===== config.mk =====
export PLATFORM = sky130hd
export DESIGN_NAME = regop_top
export DESIGN_NICKNAME = d
export VERILOG_FILES = /design/src/rtl/regop_pkg.sv /design/src/rtl/regop_rf_if.sv /design/src/rtl/regop_delay_line.sv /design/src/rtl/regop_core.sv /design/src/rtl/regop_reg_file.sv /design/src/rtl/regop_lockstep.sv /design/src/rtl/regop_top.sv
export VERILOG_INCLUDE_DIRS = /design/src /design/src/rtl
export SDC_FILE = /design/constraint.sdc
export NUM_CORES = 2
export LEC_CHECK = 0
export BUFFER_PORTS_ARGS = -buffer_cell sky130_fd_sc_hd__buf_4
export CAP_MARGIN = 15
export CORE_UTILIZATION = 45
export CTS_CLUSTER_SIZE = 12
export DETAILED_ROUTE_END_ITERATION = 8
export PLACE_DENSITY = 0.57
export SLEW_MARGIN = 25
export SYNTH_ARGS = -nofsm -noshare
export SYNTH_HDL_FRONTEND = slang
export SYNTH_HIERARCHICAL = 1
export SYNTH_SLANG_ARGS = --single-unit

===== constraint.sdc =====
create_clock -name clk_i -period 6.77 [get_ports clk_i]
set_input_delay 1.0155 -clock clk_i [delete_from_list [all_inputs] [get_ports clk_i]]
set_output_delay 1.0155 -clock clk_i [all_outputs]
set_load 0.005 [all_outputs]

===== src/rtl/regop_config.svh =====
/*
  Design-wide sizes for the register-operation core.
  REGOP_AW must cover REGOP_NUM_REGS, and REGOP_LOCKSTEP_DELAY must be 1 or more.
*/

`ifndef REGOP_CONFIG_SVH
`define REGOP_CONFIG_SVH

// Register file geometry
`define REGOP_NUM_REGS 32
`define REGOP_AW 5

// Datapath width
`define REGOP_DW 32

// Cycles the shadow core trails the main core
`define REGOP_LOCKSTEP_DELAY 2

`endif


===== src/rtl/regop_pkg.sv =====
/*
  Shared types for the core, register file and lockstep checker.
  Field widths follow the macros in the config header.
*/

`include "regop_config.svh"

package regop_pkg;

  typedef logic [`REGOP_AW-1:0] addr_t;
  typedef logic [`REGOP_DW-1:0] data_t;

  typedef enum logic [1:0] {
    OP_LI   = 2'd0,
    OP_ADD  = 2'd1,
    OP_XOR  = 2'd2,
    OP_ADDI = 2'd3
  } regop_e;

  // One command as sampled at the top level
  typedef struct packed {
    logic   valid;
    regop_e op;
    addr_t  rd;
    addr_t  rs1;
    addr_t  rs2;
    data_t  imm;
  } cmd_t;

  typedef struct packed {
    logic  we;
    addr_t addr;
    data_t data;
  } rf_wr_t;

  typedef struct packed {
    data_t a;
    data_t b;
  } rf_rd_t;

  typedef struct packed {
    addr_t a;
    addr_t b;
  } rf_ra_t;

endpackage


===== src/rtl/regop_rf_if.sv =====
/*
  Operand read and write-back bundle between a core and its register file.
  Reads are combinational, the write lands at the next clock edge.
*/

`include "regop_config.svh"

interface regop_rf_if;

  logic [`REGOP_AW-1:0] raddr_a;
  logic [`REGOP_AW-1:0] raddr_b;
  logic [`REGOP_DW-1:0] rdata_a;
  logic [`REGOP_DW-1:0] rdata_b;
  logic                 we;
  logic [`REGOP_AW-1:0] waddr;
  logic [`REGOP_DW-1:0] wdata;

  modport core (
    output raddr_a, raddr_b, we, waddr, wdata,
    input  rdata_a, rdata_b
  );

  modport rf (
    input  raddr_a, raddr_b, we, waddr, wdata,
    output rdata_a, rdata_b
  );

endinterface


===== src/rtl/regop_delay_line.sv =====
/*
  Fixed-latency shift register, REGOP_LOCKSTEP_DELAY stages deep.
  All stages reset to zero. The payload type must be a packed type.
*/

`include "regop_config.svh"

module regop_delay_line #(
  parameter type payload_t = regop_pkg::cmd_t
) (
  input  logic     clk_i,
  input  logic     rst_ni,
  input  payload_t data_i,
  output payload_t data_o
);

  localparam int unsigned Depth = `REGOP_LOCKSTEP_DELAY;

  payload_t stages_q [Depth];

  always_ff @(posedge clk_i or negedge rst_ni) begin
    if (!rst_ni) begin
      for (int i = 0; i < Depth; i++) begin
        stages_q[i] <= '0;
      end
    end else begin
      stages_q[0] <= data_i;
      for (int i = 1; i < Depth; i++) begin
        stages_q[i] <= stages_q[i-1];
      end
    end
  end

  // Oldest stage
  assign data_o = stages_q[Depth-1];

endmodule


===== src/rtl/regop_core.sv =====
/*
  Single execute stage: a command sampled at one edge writes back at the next.
  No back-pressure, so a command is accepted every cycle that valid is high.
  Register 0 is never written.
*/

module regop_core (
  input  logic            clk_i,
  input  logic            rst_ni,
  input  regop_pkg::cmd_t cmd_i,
  regop_rf_if.core        rf,
  output logic            busy_o,
  output logic            sleep_o
);

  import regop_pkg::*;

  cmd_t  cmd_q;
  data_t result;

  ////////////////////////////////////////////////////////////////////////////
  // Execute stage register
  ////////////////////////////////////////////////////////////////////////////

  // Payload only moves on a valid command so idle cycles keep it stable
  always_ff @(posedge clk_i or negedge rst_ni) begin
    if (!rst_ni) begin
      cmd_q <= '0;
    end else begin
      cmd_q.valid <= cmd_i.valid;
      if (cmd_i.valid) begin
        cmd_q.op  <= cmd_i.op;
        cmd_q.rd  <= cmd_i.rd;
        cmd_q.rs1 <= cmd_i.rs1;
        cmd_q.rs2 <= cmd_i.rs2;
        cmd_q.imm <= cmd_i.imm;
      end
    end
  end

  // Operand read
  assign rf.raddr_a = cmd_q.rs1;
  assign rf.raddr_b = cmd_q.rs2;

  ////////////////////////////////////////////////////////////////////////////
  // ALU and write-back
  ////////////////////////////////////////////////////////////////////////////

  always_comb begin
    unique case (cmd_q.op)
      OP_LI:   result = cmd_q.imm;
      OP_ADD:  result = rf.rdata_a + rf.rdata_b;
      OP_XOR:  result = rf.rdata_a ^ rf.rdata_b;
      OP_ADDI: result = rf.rdata_a + cmd_q.imm;
      default: result = '0;
    endcase
  end

  assign rf.we    = cmd_q.valid && (cmd_q.rd != '0);
  assign rf.waddr = cmd_q.rd;
  assign rf.wdata = result;

  // Status
  assign busy_o  = cmd_q.valid;
  assign sleep_o = ~cmd_q.valid & ~cmd_i.valid;

  // Operands and immediate must be resolved whenever a write is issued
  write_data_known_a : assert property (
    @(posedge clk_i) disable iff (!rst_ni)
    rf.we |-> !$isunknown(rf.wdata)
  ) else $error("register write with unknown data");

endmodule


===== src/rtl/regop_reg_file.sv =====
/*
  Flop-based register file, all registers reset to zero.
  Register 0 is a constant zero and ignores writes.
  Operand and observation reads are combinational.
*/

`include "regop_config.svh"

module regop_reg_file (
  input  logic                 clk_i,
  input  logic                 rst_ni,
  regop_rf_if.rf               rf,
  input  logic [`REGOP_AW-1:0] obs_addr_i,
  output logic [`REGOP_DW-1:0] obs_data_o
);

  import regop_pkg::*;

  data_t regs [`REGOP_NUM_REGS];

  for (genvar i = 0; i < `REGOP_NUM_REGS; i++) begin : gen_regs
    if (i == 0) begin : gen_zero
      assign regs[i] = '0;
    end else begin : gen_flop
      always_ff @(posedge clk_i or negedge rst_ni) begin
        if (!rst_ni) begin
          regs[i] <= '0;
        end else if (rf.we && (rf.waddr == addr_t'(i))) begin
          regs[i] <= rf.wdata;
        end
      end
    end
  end

  // Read ports
  assign rf.rdata_a = regs[rf.raddr_a];
  assign rf.rdata_b = regs[rf.raddr_b];
  assign obs_data_o = regs[obs_addr_i];

  // Core side must present a clean address with any write
  waddr_known_a : assert property (
    @(posedge clk_i) disable iff (!rst_ni)
    rf.we |-> !$isunknown(rf.waddr)
  ) else $error("register write with unknown address");

endmodule


===== src/rtl/regop_lockstep.sv =====
/*
  Shadow core running REGOP_LOCKSTEP_DELAY cycles behind the main core.
  The shadow core has no register file of its own and uses delayed main read data.
  Any difference in read addresses or writes sets a major alert that holds until reset.
*/

module regop_lockstep (
  input  logic              clk_i,
  input  logic              rst_ni,
  input  regop_pkg::cmd_t   cmd_i,
  input  regop_pkg::rf_ra_t main_ra_i,
  input  regop_pkg::rf_rd_t main_rd_i,
  input  regop_pkg::rf_wr_t main_wr_i,
  output logic              alert_major_o
);

  import regop_pkg::*;

  cmd_t   cmd_d;
  rf_ra_t ra_d;
  rf_rd_t rd_d;
  rf_wr_t wr_d;
  rf_ra_t shadow_ra;
  rf_wr_t shadow_wr;
  logic   mismatch;
  logic   alert_q;

  ////////////////////////////////////////////////////////////////////////////
  // Delayed copies of the main core's traffic
  ////////////////////////////////////////////////////////////////////////////

  regop_delay_line #(.payload_t(cmd_t)) u_delay_cmd (
    .clk_i  (clk_i),
    .rst_ni (rst_ni),
    .data_i (cmd_i),
    .data_o (cmd_d)
  );

  regop_delay_line #(.payload_t(rf_ra_t)) u_delay_ra (
    .clk_i  (clk_i),
    .rst_ni (rst_ni),
    .data_i (main_ra_i),
    .data_o (ra_d)
  );

  regop_delay_line #(.payload_t(rf_rd_t)) u_delay_rd (
    .clk_i  (clk_i),
    .rst_ni (rst_ni),
    .data_i (main_rd_i),
    .data_o (rd_d)
  );

  regop_delay_line #(.payload_t(rf_wr_t)) u_delay_wr (
    .clk_i  (clk_i),
    .rst_ni (rst_ni),
    .data_i (main_wr_i),
    .data_o (wr_d)
  );

  ////////////////////////////////////////////////////////////////////////////
  // Shadow core
  ////////////////////////////////////////////////////////////////////////////

  regop_rf_if shadow_rf ();

  regop_core u_shadow_core (
    .clk_i   (clk_i),
    .rst_ni  (rst_ni),
    .cmd_i   (cmd_d),
    .rf      (shadow_rf.core),
    .busy_o  (),
    .sleep_o ()
  );

  // Operands come from the main register file, replayed
  assign shadow_rf.rdata_a = rd_d.a;
  assign shadow_rf.rdata_b = rd_d.b;

  // Compare and hold
  assign shadow_ra = '{a: shadow_rf.raddr_a, b: shadow_rf.raddr_b};
  assign shadow_wr = '{we: shadow_rf.we, addr: shadow_rf.waddr, data: shadow_rf.wdata};
  assign mismatch  = (shadow_ra != ra_d) || (shadow_wr != wr_d);

  always_ff @(posedge clk_i or negedge rst_ni) begin
    if (!rst_ni) begin
      alert_q <= 1'b0;
    end else begin
      alert_q <= alert_q | mismatch;
    end
  end

  assign alert_major_o = alert_q;

  alert_known_a : assert property (
    @(posedge clk_i) disable iff (!rst_ni)
    !$isunknown(alert_major_o)
  ) else $error("lockstep alert is unknown");

endmodule


===== src/rtl/regop_top.sv =====
/*
  Top level: main core, register file and lockstep checker.
  Commands are a one-cycle valid strobe with no back-pressure.
  core_sleep_o only reports the idle condition, no clock is gated.
*/

`include "regop_config.svh"

module regop_top (
  input  logic                 clk_i,
  input  logic                 rst_ni,
  input  logic                 cmd_valid_i,
  input  regop_pkg::regop_e    cmd_op_i,
  input  logic [`REGOP_AW-1:0] cmd_rd_i,
  input  logic [`REGOP_AW-1:0] cmd_rs1_i,
  input  logic [`REGOP_AW-1:0] cmd_rs2_i,
  input  logic [`REGOP_DW-1:0] cmd_imm_i,
  input  logic [`REGOP_AW-1:0] obs_addr_i,
  output logic [`REGOP_DW-1:0] obs_data_o,
  output logic                 alert_major_o,
  output logic                 core_sleep_o
);

  import regop_pkg::*;

  cmd_t   cmd;
  rf_ra_t main_ra;
  rf_rd_t main_rd;
  rf_wr_t main_wr;

  regop_rf_if core_rf ();

  assign cmd = '{
    valid: cmd_valid_i,
    op:    cmd_op_i,
    rd:    cmd_rd_i,
    rs1:   cmd_rs1_i,
    rs2:   cmd_rs2_i,
    imm:   cmd_imm_i
  };

  ////////////////////////////////////////////////////////////////////////////
  // Main core and register file
  ////////////////////////////////////////////////////////////////////////////

  regop_core u_core (
    .clk_i   (clk_i),
    .rst_ni  (rst_ni),
    .cmd_i   (cmd),
    .rf      (core_rf.core),
    .busy_o  (),
    .sleep_o (core_sleep_o)
  );

  regop_reg_file u_reg_file (
    .clk_i      (clk_i),
    .rst_ni     (rst_ni),
    .rf         (core_rf.rf),
    .obs_addr_i (obs_addr_i),
    .obs_data_o (obs_data_o)
  );

  // Main core traffic as seen by the checker
  assign main_ra = '{a: core_rf.raddr_a, b: core_rf.raddr_b};
  assign main_rd = '{a: core_rf.rdata_a, b: core_rf.rdata_b};
  assign main_wr = '{we: core_rf.we, addr: core_rf.waddr, data: core_rf.wdata};

  regop_lockstep u_lockstep (
    .clk_i         (clk_i),
    .rst_ni        (rst_ni),
    .cmd_i         (cmd),
    .main_ra_i     (main_ra),
    .main_rd_i     (main_rd),
    .main_wr_i     (main_wr),
    .alert_major_o (alert_major_o)
  );

endmodule


After elaboration in Yosys (flattened, before gate mapping)

Index checks and enable logic that the tools add are counted.

Output and inout port bits: 34
Input bits: 57
Register bits after elaboration: 1416
Word-level logic and storage cells: 173

Eq/ne operators: 39
Magnitude comparators: 3
Add/subtract/negate cells: 4
Bitwise gates (word level): 9
Reductions and logical operators: 38
Muxes and demuxes: 11

Operators with widths:

| cell                 | number |
|---|---|
| $bmux W32 S5         | 3 |
| $pmux W32 S4         | 2 |
| $mux W32             | 6 |
| $add A32 B32 Y32     | 4 |
| $eq A5 B5 Y1 const B | 16 |
| $xor A32 B32 Y32     | 2 |
| $eq A5 B4 Y1 const B | 8 |
| $ne A38 B38 Y1       | 1 |
| $logic_and A1 B1 Y1  | 33 |
| $eq A5 B3 Y1 const B | 4 |
| $ge A6 B6 Y1 const B | 3 |
| $not A5 Y6           | 3 |
| $eq A5 B2 Y1 const B | 2 |
| $ne A10 B10 Y1       | 1 |
| $reduce_bool A5 Y1   | 2 |
| $eq A2 B2 Y1 const B | 4 |
| $eq A5 B1 Y1 const B | 1 |
| $eq A2 B1 Y1 const B | 2 |
| $logic_not A2 Y1     | 2 |
| $not A1 Y1           | 2 |
| $and A1 B1 Y1        | 1 |
| $logic_or A1 B1 Y1   | 1 |
| $or A1 B1 Y1         | 1 |

Depth between registers and ports, before layout

Word-level depth: 6
Depth in mapped cells: 22
Mapped depth without buffers: 16

Modules after synthesis

The synthesis kept the hierarchy.

By module, submodules not included:

| module                                     | area an instance (um^2) | instances | cells each |
|---|---|---|---|
| regop_reg_file                             | 61343.8                 | 1         | 4293 |
| regop_core at u_lockstep.u_shadow_core     | 5156.2                  | 1         | 584 |
| regop_core at u_core                       | 4946.0                  | 1         | 544 |
| regop_delay_line at u_lockstep.u_delay_rd  | 3683.5                  | 1         | 192 |
| regop_delay_line at u_lockstep.u_delay_cmd | 2877.8                  | 1         | 150 |
| regop_delay_line at u_lockstep.u_delay_wr  | 2187.1                  | 1         | 114 |
| regop_delay_line at u_lockstep.u_delay_ra  | 575.6                   | 1         | 30 |
| regop_lockstep                             | 555.5                   | 1         | 68 |

Worst setup path before layout

No wires, ideal clock.

Path kind: reg-to-reg
Start point: register u_core.cmd_q, in the netlist u_core/rf.raddr_b[2]
End point: register u_reg_file/regs[380] (netlist name)
Clock period less this slack: 4.829 ns
Path buffers: 5
Cell stages (with the launch flop): 22
Arrival: 4.701 ns
Data required time: 6.642 ns
Slack: 1.941 ns
Setup time: 0.128 ns
Path through: dfrtp_1 buf_4 clkbuf_1 buf_2 clkbuf_1 mux4_2 a22o_1 o21ai_1 o31ai_1 mux2_2 ha_1 fa_1 nand3_1 a21oi_1 o2111ai_1 nand4b_1 a31o_2 a311oi_1 nor4b_1 nand3b_1 clkbuf_1 mux2_1

Longest elaborated chain between the ends: 6
Elaborated cells between the ends (all ways): 7
Those cells by class: 1 x add/sub; 4 x mux; 2 x bitwise

RTL lines:

| what                                        | RTL line             | RTL |
|---|---|---|
| start: declaration                          | regop_core.sv:18     | `cmd_t cmd_q;` |
| $not A5 Y6 (implied by the code)            | regop_reg_file.sv:37 | `assign rf.rdata_b = regs[rf.raddr_b];` |
| $bmux W32 S5                                | regop_reg_file.sv:37 |  |
| $mux W32 (implied by the code) (2 in a row) | regop_reg_file.sv:37 |  |
| net core_rf.rdata_b[0]                      | regop_rf_if.sv:13    | `` logic [`REGOP_DW-1:0] rdata_b; `` |
| $add A32 B32 Y32                            | regop_core.sv:52     | `OP_ADD: result = rf.rdata_a + rf.rdata_b;` |
| $pmux W32 S4                                | regop_core.sv:50     | `unique case (cmd_q.op)` |
| net core_rf.wdata[28]                       | regop_rf_if.sv:16    | `` logic [`REGOP_DW-1:0] wdata; `` |
| end signal: indexed assignment              | regop_reg_file.sv:29 | `regs[i] <= rf.wdata;` |
| end: declaration                            | regop_reg_file.sv:19 | `` data_t regs [`REGOP_NUM_REGS]; `` |

The timed path passes the listed nets, and every way through them passes these cells. The select of a mux whose other input is x is not followed.
A chain may end at the register's enable or synchronous reset.

Worst setup path after layout

Start point: register u_core.cmd_q, in the netlist u_core/rf.raddr_b[0]
End point: register u_reg_file/regs[380] (netlist name)

The elaborated chain is that of the path after synthesis.

==> out/metrics.yaml <==
clocking:
  clkTransAtPathRegs_ns: 0.06
  cts.path.max_buffers: 3
  htreeDepth: 4
  hold_buffers: 0
  cts-root-buf: "clkbuf_16"
  ctsResizeCount: 0
  cts_sinks: 1417
  cts_setup_buffers: 0
  cts-buffers-inserted: 160
  clk-insertion-delay-late_ns: 0.81
  cts_tree: "yes"
setup_path:
  critPathKind: "register to register"
  crit_fanout: 31
  r2r-end: "u_reg_file/regs[380]"
  rrSetupSlack_ns: 0.32
  crit_path_start: "u_core/rf.raddr_b[0]"
  reg2regPathDepth: 17
  crit_path_end_kind: "register"
  cp.required_ns: 7.47
  critPathArrivalTime_ns: 7.15
  critPathLaunchType: "register"
  reg2reg_from: "u_core/rf.raddr_b[0]"
  endpoint: "u_reg_file/regs[380]"
cells_and_area:
  stdcell_area_sq_mm: 0.0892
  seqCellArea_sq_mm: 0.0355
  final_net_count: 5845
  drive_gt1_share_pct: 42.5
  multiInputGateArea_sq_mm: 0.0422
  stdcell_count: 8195
  fillerInstances: 15300
  syn_to_final_growth_pct: 9.68
  fin_util_pct: 49.8
job:
  maxCapViolCount: 0
sta:
  whs_ns: 0.122
  post-route-min-period_ns: 6.45
  tns_ns: 0
  setup_ws_ns: 0.316
  max_freq_mhz: 155
  skew_ns: 0.0244
  worstMarginPinSlew_ns: 1.15
  period_share_pct: 95.3
  finalSetupViolations: 0
  hold_violations: 0
  max_slew_margin_pct: 22.8
  slew_viol_final: 0
  rsz0062_at_grt: "false"
global_routing:
  grt_overflow: 0
  grt_max_degree: 162
  grt_usage_pct: 29.2
  antenna_found_initial: 7
  first_global_vias: 54200
  grt_pass1_wl_mm: 386
power:
  p_total_mw: 38.4
  clkPwrFrac_pct: 22.9
  seq_power_share_pct: 37.6
  p_sw_share_pct: 36.3
  comb_power_share_pct: 39.6
  cellLeakagePower_nw: 38.5
  vdd_drop_max_mv: 0.249
  intPower_mw: 24.5
  p_sw_mw: 13.9
  pwr_density_cell_mw_per_mm2: 430
die:
  design.die.area_sq_mm: 0.182
  fp.coreArea_sq_mm: 0.179
  pin_count: 91
  fp.dieW_microns: 427
  num_rows: 155
  initial_core_util_pct: 45.4
  fp.dieH_microns: 427
logic_synthesis:
  synthCells: 5974
  synth_nets: 6109
  syn_area_per_cell_sq_um: 13.6
  syn-cell-area_sq_mm: 0.0813
  yosys_warnings: 6
place:
  numPlacedInstances: 7901
  port_buffers: 90
  place.gp.congestion: 0.925
  dpl_cell_area_sq_mm: 0.0838
  pre_cts_slack_ns: 0.546
  dp_hpwl_mm: 164
routing:
  drt_iter0_drc: 5599
  drc: 0
  wl_per_cell_microns: 32.4
  ant_nets: 0
  dr_total_vias: 53600
  routed_via_density: 6.54
  dr.pass1.iters: 6
  routed_wl_mm: 265
min_path:
  hold_path_class: "input pin to async pin"
status:
  outcome: "finished clean"
layout by cell type (no fill, tap or decap), drive strengths merged, types with 21 or more instances in the layout:
cell    instances
ha             76
mux4          576
and2          105
inv            25
o21ai         196
clkinv         30
buf           327
nor2           75
mux2i         303
a21o           28
a22o          288
dfrtp        1417
xor2           68
nand3          21
xnor2          86
o31ai          98
nor2b          25
clkbuf        234
mux2         1248
a21oi          66
nand2         137
o22ai          99
a211oi        115
state kept, by name, summed over array words and instances, names as in the netlist:
name / cells
u_lockstep/u_shadow_core/cmd_q: 34
u_lockstep/u_delay_rd/stages_q: 64
u_lockstep/u_shadow_core/rf.raddr_a: 5
u_lockstep/u_delay_ra/data_o: 10
u_lockstep/u_delay_wr/stages_q: 38
u_lockstep/alert_major_o: 1
u_lockstep/u_delay_ra/stages_q: 10
u_lockstep/u_shadow_core/rf.waddr: 5
u_core/rf.waddr: 5
u_reg_file/regs: 992
u_lockstep/u_delay_cmd/data_o: 50
u_core/busy_o: 1
u_lockstep/u_delay_rd/data_o: 64
u_lockstep/u_delay_wr/data_o: 38
u_core/cmd_q: 34
u_lockstep/u_shadow_core/busy_o: 1
u_core/rf.raddr_b: 5
u_lockstep/u_delay_cmd/stages_q: 50
u_lockstep/u_shadow_core/rf.raddr_b: 5
u_core/rf.raddr_a: 5
layout make-up:
class / instances / area share (%)
diodes: 8 / 0.0224
clock buffers: 234 / 5.27
clock inverters: 50 / 0.644
inverters: 16 / 0.0673
multi-input cells: 3788 / 47.4
flip-flops and latches: 1417 / 39.8
well taps: 2355 / 3.30
repair buffers: 327 / 3.53
worst min-delay path by stage:
stage               cells after the start                                start                                   to  slack (ns)
finish                                  1                               rst_ni    u_lockstep/u_delay_cmd/data_o[49]        0.12
global route                            1                               rst_ni  u_lockstep/u_delay_cmd/stages_q[99]        0.15
CTS                                     1                               rst_ni                     u_core/cmd_q[31]        0.14
detailed placement                      0  u_lockstep/u_delay_cmd/stages_q[78]    u_lockstep/u_delay_cmd/data_o[28]        0.33
global placement                        0  u_lockstep/u_delay_cmd/stages_q[66]    u_lockstep/u_delay_cmd/data_o[16]        0.33
floorplan                               0  u_lockstep/u_delay_cmd/stages_q[50]     u_lockstep/u_delay_cmd/data_o[0]        0.33
worst max-delay path, stage by stage, from the launching register on:
cell       delay [ns]
dfrtp_4          0.75
buf_12           0.32
mux4_2           0.54
a22o_1           0.24
o21ai_1          0.50
o31ai_1          0.38
mux2_2           0.39
ha_1             0.31
a21oi_1          0.24
a21oi_1          0.20
o2111ai_1        0.34
nand4b_1         0.35
a31o_2           0.38
a311oi_1         0.39
nor4b_1          0.08
nand3b_1         0.25
buf_4            0.30
mux2_1           0.32
layer usage:
layer  GRT usage [%]  routed length (microns)  up-vias
met2            45.2                   122000     2247
met4            11.6                    10700        0
met1            40.0                   112000    28600
met3            6.32                    20300      560
met5               0                        0        -
li1                -                        -    22300
power by group through the flow:
| stage | registers, mW | clock network (mW) | logic [mW] |
|---|---|---|---|
| after floorplan | 13.4 | 0 | 11.3 |
| after global placement | 14.2 | 0 | 14.8 |
| after detailed placement | 14.4 | 0 | 15.0 |
| after CTS | 14.3 | 8.97 | 15.0 |
| after global routing | 14.8 | 9.30 | 16.2 |
| final | 14.4 | 8.78 | 15.2 |
Power figures use the tool's default switching activity.
